`src/source/router_config.svh`:
```
`ifndef ROUTER_CONFIG_SVH
`define ROUTER_CONFIG_SVH

// link count, order xpos ypos zpos xneg yneg zneg
`define ROUTER_PORTS 6

// entries per input queue
`define QUEUE_DEPTH 16

// field widths of one flit
`define COORD_WIDTH 3
`define PAYLOAD_WIDTH 32
`define TAG_WIDTH 8

`endif

```
`src/source/router_pkg.sv`:
```
`include "router_config.svh"

package router_pkg;

    typedef logic [`COORD_WIDTH-1:0] coord_t;
    typedef logic [`PAYLOAD_WIDTH-1:0] payload_t;
    typedef logic [`TAG_WIDTH-1:0] tag_t;
    typedef logic [2:0] port_t;

    typedef struct packed {
        coord_t z;
        coord_t y;
        coord_t x;
    } dest_t;

    typedef struct packed {
        dest_t dest;
        tag_t tag;
        payload_t payload;
    } flit_t;

    // link routes share the link index
    typedef enum logic [2:0] {
        route_xpos = 3'd0,
        route_ypos = 3'd1,
        route_zpos = 3'd2,
        route_xneg = 3'd3,
        route_yneg = 3'd4,
        route_zneg = 3'd5,
        route_local = 3'd6
    } route_t;

    // dimension order x, y, z; shorter way round the ring, ties go positive
    function automatic route_t route_of(input dest_t dest, input coord_t own_x,
                                        input coord_t own_y, input coord_t own_z);
        coord_t dx;
        coord_t dy;
        coord_t dz;
        dx = dest.x - own_x;
        dy = dest.y - own_y;
        dz = dest.z - own_z;
        if (dx != '0) begin
            return (dx <= 3'd4) ? route_xpos : route_xneg;
        end
        if (dy != '0) begin
            return (dy <= 3'd4) ? route_ypos : route_yneg;
        end
        if (dz != '0) begin
            return (dz <= 3'd4) ? route_zpos : route_zneg;
        end
        return route_local;
    endfunction

endpackage

```
`src/source/switch_req_if.sv`:
```
`timescale 1ns/100ps
`include "router_config.svh"

interface switch_req_if import router_pkg::*; ();

    // one request slot per input queue head
    logic req_valid [`ROUTER_PORTS];
    flit_t req_flit [`ROUTER_PORTS];
    route_t req_route [`ROUTER_PORTS];

    // grant pops the head at the same edge
    logic grant [`ROUTER_PORTS];

    modport requester (
        output req_valid, req_flit, req_route,
        input grant
    );

    modport arbiter (
        input req_valid, req_flit, req_route,
        output grant
    );

endinterface

```
`src/source/flit_queue.sv`:
```
`timescale 1ns/100ps
`include "router_config.svh"

module flit_queue import router_pkg::*; (
    input logic clk,
    input logic reset,
    input flit_t wr_flit,
    input logic wr_en,
    input logic rd_en,
    output flit_t head,
    output logic not_empty
);

    localparam int PTR_W = $clog2(`QUEUE_DEPTH);
    localparam int CNT_W = $clog2(`QUEUE_DEPTH + 1);

    flit_t mem [`QUEUE_DEPTH];
    logic [PTR_W-1:0] wr_ptr;
    logic [PTR_W-1:0] rd_ptr;
    logic [CNT_W-1:0] count;
    logic full;

    assign full = (count == CNT_W'(`QUEUE_DEPTH));
    assign not_empty = (count != '0);
    // first word fall through
    assign head = mem[rd_ptr];

    always_ff @(posedge clk) begin
        if (wr_en) begin
            mem[wr_ptr] <= wr_flit;
        end
    end

    always_ff @(posedge clk) begin
        if (reset) begin
            wr_ptr <= '0;
            rd_ptr <= '0;
            count <= '0;
        end else begin
            if (wr_en) begin
                wr_ptr <= (wr_ptr == PTR_W'(`QUEUE_DEPTH - 1)) ? '0 : wr_ptr + 1'b1;
            end
            if (rd_en) begin
                rd_ptr <= (rd_ptr == PTR_W'(`QUEUE_DEPTH - 1)) ? '0 : rd_ptr + 1'b1;
            end
            case ({wr_en, rd_en})
                2'b10: count <= count + 1'b1;
                2'b01: count <= count - 1'b1;
                default: count <= count;
            endcase
        end
    end

    // no back-pressure on the links, so the sender must pace itself
    assert property (@(posedge clk) disable iff (reset) !(wr_en && !rd_en && full));
    assert property (@(posedge clk) disable iff (reset) rd_en |-> not_empty);

endmodule

```
`src/source/input_unit.sv`:
```
`timescale 1ns/100ps
`include "router_config.svh"

module input_unit import router_pkg::*; #(
    parameter coord_t cur_x = '0,
    parameter coord_t cur_y = '0,
    parameter coord_t cur_z = '0
) (
    input logic clk,
    input logic reset,
    input flit_t in_flit [`ROUTER_PORTS],
    input logic in_valid [`ROUTER_PORTS],
    output flit_t eject_flit [`ROUTER_PORTS],
    output logic eject_valid [`ROUTER_PORTS],
    switch_req_if.requester sw
);

    flit_t head [`ROUTER_PORTS];
    route_t route [`ROUTER_PORTS];
    logic [`ROUTER_PORTS-1:0] not_empty;
    logic [`ROUTER_PORTS-1:0] local_head;
    logic [`ROUTER_PORTS-1:0] pop;

    for (genvar p = 0; p < `ROUTER_PORTS; p++) begin : g_port

        ////////////////////////////////////////////////////////////////////////////
        // input queue

        flit_queue flit_queue_i (
            .clk(clk),
            .reset(reset),
            .wr_flit(in_flit[p]),
            .wr_en(in_valid[p]),
            .rd_en(pop[p]),
            .head(head[p]),
            .not_empty(not_empty[p])
        );

        ////////////////////////////////////////////////////////////////////////////
        // route at queue head

        assign route[p] = route_of(head[p].dest, cur_x, cur_y, cur_z);
        assign local_head[p] = not_empty[p] && (route[p] == route_local);

        // local flits leave at once, others wait for a grant
        assign pop[p] = local_head[p] || sw.grant[p];

        assign sw.req_valid[p] = not_empty[p] && (route[p] != route_local);
        assign sw.req_flit[p] = head[p];
        assign sw.req_route[p] = route[p];

        ////////////////////////////////////////////////////////////////////////////
        // ejection to the kernel

        always_ff @(posedge clk) begin
            if (reset) begin
                eject_valid[p] <= 1'b0;
            end else begin
                eject_valid[p] <= local_head[p];
            end
        end

        always_ff @(posedge clk) begin
            if (local_head[p]) begin
                eject_flit[p] <= head[p];
            end
        end

        // the allocator must never take a flit that was already ejected
        assert property (@(posedge clk) disable iff (reset)
            local_head[p] |-> !sw.grant[p]);

    end

endmodule

```
`src/flat_wrapper.sv`:
```
// flat-port wrapper written by rule: the top's interface ports become plain ports
module input_unit_flat import router_pkg::*;
#(
    parameter coord_t cur_x = '0,
    parameter coord_t cur_y = '0,
    parameter coord_t cur_z = '0
)
  (clk, reset, in_flit, in_valid, eject_flit, eject_valid, sw_req_valid, sw_req_flit, sw_req_route, sw_grant);
  switch_req_if sw_i ();
  input logic clk;
  input logic reset;
  input flit_t in_flit[`ROUTER_PORTS];
  input logic in_valid[`ROUTER_PORTS];
  output flit_t eject_flit[`ROUTER_PORTS];
  output logic eject_valid[`ROUTER_PORTS];
  output wire logic [$bits(sw_i.req_valid)-1:0] sw_req_valid;
  output wire logic [$bits(sw_i.req_flit)-1:0] sw_req_flit;
  output wire logic [$bits(sw_i.req_route)-1:0] sw_req_route;
  input wire logic [$bits(sw_i.grant)-1:0] sw_grant;
  assign sw_req_valid = {>>{sw_i.req_valid}};
  assign sw_req_flit = {>>{sw_i.req_flit}};
  assign sw_req_route = {>>{sw_i.req_route}};
  assign sw_i.grant = {>>{sw_grant}};
  input_unit #(.cur_x(cur_x), .cur_y(cur_y), .cur_z(cur_z)) u_core (.clk(clk), .reset(reset), .in_flit(in_flit), .in_valid(in_valid), .eject_flit(eject_flit), .eject_valid(eject_valid), .sw(sw_i));
endmodule
```
`config.mk`:
```
export PLATFORM = sky130hd
export DESIGN_NAME = input_unit_flat
export DESIGN_NICKNAME = d
export VERILOG_FILES = /design/src/source/router_pkg.sv /design/src/source/switch_req_if.sv /design/src/source/flit_queue.sv /design/src/source/input_unit.sv /design/src/flat_wrapper.sv
export VERILOG_INCLUDE_DIRS = /design/src /design/src/source
export SDC_FILE = /design/constraint.sdc
export NUM_CORES = 2
export LEC_CHECK = 0
export BUFFER_PORTS_ARGS = -buffer_cell sky130_fd_sc_hd__buf_2
export CORE_MARGIN = 5
export CORE_UTILIZATION = 30
export DETAILED_ROUTE_END_ITERATION = 8
export PLACE_DENSITY = 0.44
export RECOVER_POWER = 100
export SLEW_MARGIN = 40
export SYNTH_ARGS = -nofsm -noshare
export SYNTH_HDL_FRONTEND = slang
export SYNTH_MEMORY_MAX_BITS = 65536
export SYNTH_SLANG_ARGS = --single-unit
```
`constraint.sdc`:
```
create_clock -name clk -period 10.4 [get_ports clk]
set_input_delay 0.52 -clock clk [delete_from_list [all_inputs] [get_ports clk]]
set_output_delay 0.52 -clock clk [all_outputs]
set_load 0.01 [all_outputs]
```
Word level (Yosys, flattened, before mapping)
Memories as Yosys holds them, arrays and structs flattened. A register that Yosys moved wholly into a read port is not among the register bits.
Cells that the tools add are included.
{"block": "word_totals", "ramBits": 4704, "latchBits": 0, "register_bits": 378, "mem_bits_ro": 0, "elab_cells": 318, "in_bits": 308, "memories": 6, "output_inout_bits": 618}
{"block": "op_classes", "n_div": 0, "reduce_logical": 48, "multipliers": 0, "bitwise": 0, "addsub": 24, "muxes": 132, "n_shift": 0, "n_eq_ne": 36, "n_lt_le_gt_ge": 18}
{"name": "u_core.g_port[0].flit_queue_i.mem", "words": 16, "word_bits": 49, "read_ports": 1, "rd_ports_with_merged_regs": 1, "write_ports": 1, "line_no": "flit_queue.sv:17", "source": "flit_t mem [`QUEUE_DEPTH];"}
{"name": "u_core.g_port[1].flit_queue_i.mem", "words": 16, "word_bits": 49, "read_ports": 1, "rd_ports_with_merged_regs": 1, "write_ports": 1, "line_no": "flit_queue.sv:17"}
{"name": "u_core.g_port[2].flit_queue_i.mem", "words": 16, "word_bits": 49, "read_ports": 1, "rd_ports_with_merged_regs": 1, "write_ports": 1, "line_no": "flit_queue.sv:17"}
{"name": "u_core.g_port[3].flit_queue_i.mem", "words": 16, "word_bits": 49, "read_ports": 1, "rd_ports_with_merged_regs": 1, "write_ports": 1, "line_no": "flit_queue.sv:17"}
{"name": "u_core.g_port[4].flit_queue_i.mem", "words": 16, "word_bits": 49, "read_ports": 1, "rd_ports_with_merged_regs": 1, "write_ports": 1, "line_no": "flit_queue.sv:17"}
{"name": "u_core.g_port[5].flit_queue_i.mem", "words": 16, "word_bits": 49, "read_ports": 1, "rd_ports_with_merged_regs": 1, "write_ports": 1, "line_no": "flit_queue.sv:17"}
{"op": "$mux W3", "n": 48}
{"op": "$mux W4", "n": 24}
{"op": "$pmux W5 S2", "n": 6}
{"op": "$le A3 B3 Y1 const B", "n": 18}
{"op": "$reduce_bool A3 Y1", "n": 18}
{"op": "$add A4 B1 Y4 const B", "n": 12}
{"op": "$eq A4 B4 Y1 const B", "n": 12}
{"op": "$mux W1", "n": 48}
{"op": "$add A5 B1 Y5 const B", "n": 6}
{"op": "$reduce_bool A5 Y1", "n": 6}
{"op": "$sub A5 B1 Y5 const B", "n": 6}
{"op": "$eq A3 B3 Y1 const B", "n": 6}
{"op": "$ne A3 B3 Y1 const B", "n": 6}
{"op": "$eq A2 B1 Y1 const B", "n": 6}
{"op": "$eq A2 B2 Y1 const B", "n": 6}
{"op": "$logic_and A1 B1 Y1", "n": 12}
{"op": "$mux W2", "n": 6}
{"op": "$reduce_bool A2 Y1", "n": 6}
{"op": "$logic_or A1 B1 Y1", "n": 6}

Depth between registers and ports, before layout
{"block": "logic_depth", "word_depth": 13, "mapped_depth": 22, "depth_no_buf": 17}

By module
From an unflattened synthesis, not the netlist that was laid out.
{"block": "unflattened", "hier_cells": 8280, "hier_area_um2": 191013.2}
{"module": "flit_queue at u_core.g_port[3].flit_queue_i ...", "area_each_um2": 30210.2, "instances": 3, "cells_each": 1311}
{"module": "flit_queue at u_core.g_port[1].flit_queue_i ...", "area_each_um2": 30214.0, "instances": 2, "cells_each": 1311}
{"module": "flit_queue at u_core.g_port[0].flit_queue_i", "area_each_um2": 30212.7, "instances": 1, "cells_each": 1311}
{"module": "input_unit", "area_each_um2": 9741.8, "instances": 1, "cells_each": 414}

Worst setup path before layout
Ideal clock, no wire load.
{"block": "synth_path", "kind": "flip-flop to flip-flop", "start": "reg with a tool-made name", "end": "reg with a tool-made name", "arrival_ns": 9.276, "slack_ns": 0.987, "path_stages_with_launch": 14, "setup_time_ns": 0.137, "t_required_ns": 10.263, "path_cell_list": "dfxtp_1 buf_2 buf_4 buf_6 buf_2 clkbuf_1 buf_2 mux4_2 mux4_2 ha_1 or4_1 nor4_1 or3b_2 a31oi_1"}

==> run metrics <==
Final #Nets=9660; Hold Path Class=in -> reg; Sequential cell area=0.152 mm^2; post-placement cell area=0.207 mm^2; Post-Syn Nets=8024; library cells used by synthesis=56; via count=88200; CP endpoint kind=primary output; post-route cell area=0.226 mm^2; final setup TNS=0 ns; flop-to-flop setup slack=2.46 ns; io pins=926; maximum clock path buffer count=4; WP data arrival=7.44 ns; post-cts resize count=0; Tmin final=7.96 ns; syn avg cell area=25.0 um^2; most common cell after layout, fill and taps aside=edfxtp_1; Cells after Synth=7645; Setup Buffers After CTS=0; ratio of cells with drive above 1 in the final layout=23.7%; GRT Resource Usage Total=15.6%; clock root cell=clkbuf_16; xor/xnor cell area share of the yosys netlist=0.165%; failing checks=capacitance limit, slew limit; Post-Syn Area=0.191 mm^2; First DRT Iteration DRCs=7731; Clock Pin Slew Worst Setup and Hold Paths=0.06 ns; hpwl dp=292000 um; cts hold-fix bufs=308; Leak Pwr=67.7 nW; Multi-input gate area=0.0373 mm^2; Slew Viols, Final=5426; initial antenna violation count=106; most frequent cells in the layout=edfxtp_1, mux4_2, clkbuf_1; core area=0.636 mm^2; first-pass GRT wire length=736000 um; largest family of logic cells by synthesized area=multiplexers; per-cell routed wire length=28.8 um; DIE WIDTH=808 um; ys flop type=edfxtp_1; hold_sp=sw_grant[4]; worst skew pair latency=1.08 ns; final setup margin=2.44 ns; setup slack at placement=4.08 ns; Final Hold Viols=0; CTS Sinks=5106; synthesized flop and latch total=5106; CTS tree=done; htree depth=6; Via density=4.85; largest net degree at the start of global routing=125; number of global-route vias before repair=94000; Synth async-reset ratio=0%; maxcap violations=197; Placer Congestion=0.738; post-synthesis compound-gate area fraction=0.632%; multiplexer share of the synthesized area=17.2%; synthesized-area fraction occupied by adder cells=0.488%; Critical Path RT=9.88 ns; power density over the cells=201 mW/mm^2; status=finished, violations left; Post-synth EDFFs=4998; Synth Warn #=0; Detail Route Antenna Nets=0; nature of the critical path startpoint=flop; row cnt=293; Tcrit/Tclk final=76.5%; initial core utilization=30.1%; sequential area share after synthesis=79.6%; number of iterations in the first detailed-routing pass=5; VDD IR-drop max=0.000165 V; number of fill cells=58600; synthesis-to-layout area growth=18.4%; Critical path destination=sw_req_valid[4]; Post-Synth Simple-Gate Area=1.06%; Remaining Overflow, GRT=0; full die area=0.653 mm^2; DRC violations left=0; Port Buf Inserts=925; Relative slew margins=-204%; Fmax=126 MHz; Reg2Reg Capture Point=u_core.g_port[0].flit_queue_i.count[3]; Crit Path Max Fanout=59; Reg2Reg Depth=14; Setup violations, final=0; Die Ht=808 um; DRT Wirelength=523000 um; total CTS buffers=574; actual transition at the worst max-transition pin=4.55 ns; RSZ-0062 raised after global routing=no; Clock Skews=0.0749 ns; WS Path Type=reg -> out
-- sequential cells by signal (all words and copies together) (netlist names), named ones only --
| register | count |
|---|---|
| u_core.g_port.flit_queue_i.mem | 4704 |
| u_core.eject_valid | 6 |
| u_core.g_port.flit_queue_i.wr_ptr | 24 |
| u_core.eject_flit | 294 |
| u_core.g_port.flit_queue_i.rd_ptr | 24 |
| u_core.g_port.flit_queue_i.count | 30 |
-- layout make-up --
| class | count | share of cell area, % |
|---|---|---|
| multi-input cells | 2156 | 16.5 |
| well taps | 8407 | 4.65 |
| repair buffers | 1403 | 3.46 |
| clock buffers | 724 | 6.69 |
| diodes | 38 | 0.0420 |
| flip-flops and latches | 5106 | 67.3 |
| inverters | 40 | 0.0664 |
| clock inverters | 297 | 1.29 |
-- cell families after synthesis --
| logic type | after synthesis |
|---|---|
| compound gates | 191 |
| xor+xnor | 36 |
| fa+ha+maj | 71 |
| buf+inv | 383 |
| flops | 5106 |
| mux | 1473 |
| simple gates | 385 |
-- metal layers --
layer	global-route usage, %	routed length, um	share of wire (%)	up-vias
met4	3.10	12000	2.3	44
met2	26.9	263000	50	2411
met5	0	248	0.047	-
met3	3.00	29100	5.6	751
li1	-	-	-	36400
met1	20.5	219000	42	48600
-- synthesized netlist by cell type, types with 8 or more instances --
cell type / number / area share (%)
a21o_1: 13 / 0.051
a21oi_1: 64 / 0.17
a31oi_1: 10 / 0.033
nand3_1: 13 / 0.034
buf_1: 37 / 0.073
o21ai_0: 39 / 0.10
and2_1: 111 / 0.36
buf_2: 91 / 0.24
xnor2_1: 12 / 0.055
nor2b_1: 19 / 0.062
nand2_1: 65 / 0.13
xor2_1: 24 / 0.11
mux4_2: 1424 / 17
nor4_1: 8 / 0.026
nor2_1: 89 / 0.17
clkbuf_1: 205 / 0.40
mux4_1: 17 / 0.23
edfxtp_1: 4998 / 79
dfxtp_1: 108 / 1.1
ha_1: 65 / 0.43
or2_2: 10 / 0.033
or3_1: 17 / 0.056
mux2i_1: 31 / 0.16
nor3_1: 22 / 0.058
inv_1: 40 / 0.079
a22oi_1: 42 / 0.16
-- worst max-delay path, cell delays in order (launching register included) --
cell and delay, ns:
dfxtp_4 0.70, clkbuf_1 2.93, mux4_2 0.53, mux4_2 0.57, ha_1 0.35, nor3_1 0.30
nand3_1 0.11, and2_0 0.50, buf_2 0.32
-- through the flow --
| stage | instances | hold WS (ns) | util, % | power [mW] |
|---|---|---|---|---|
| 6_report | 18200 | 0.222 | 35.6 | 45.5 |
| 5_1_grt | 18100 | 0.133 | 35.6 | 47.2 |
| 4_1_cts | 18100 | 0.0681 | 35.9 | 46.2 |
| 3_5_place_dp | 16800 | 0.485 | 32.5 | 26.5 |
| 3_3_place_gp | 16800 | 0.462 | 32.5 | 26.4 |
| 2_1_floorplan | 7645 | 0.453 | - | 25.1 |
-- how the worst min path moves through the flow --
stage                                         endpoint  slack (ns)  cells after the start
6_report       u_core.g_port[1].flit_queue_i.rd_ptr[0]        0.22                      4
4_1_cts                                           flop        0.07                      4
5_1_grt        u_core.g_port[1].flit_queue_i.rd_ptr[0]        0.13                      4
2_1_floorplan   u_core.g_port[0].flit_queue_i.count[4]        0.45                      2
3_3_place_gp    u_core.g_port[3].flit_queue_i.count[4]        0.46                      2
3_5_place_dp    u_core.g_port[2].flit_queue_i.count[4]        0.49                      2
-- where the power goes --
part	leakage [nW]	switching [mW]	internal (mW)	total, mW
logic	12.9	1.82	1.20	3.02
clock network	8.71	8.36	11.1	19.4
registers	46.0	0.131	22.9	23.1
total	67.7	10.3	35.2	45.5
Power figures use the tool's default switching activity.
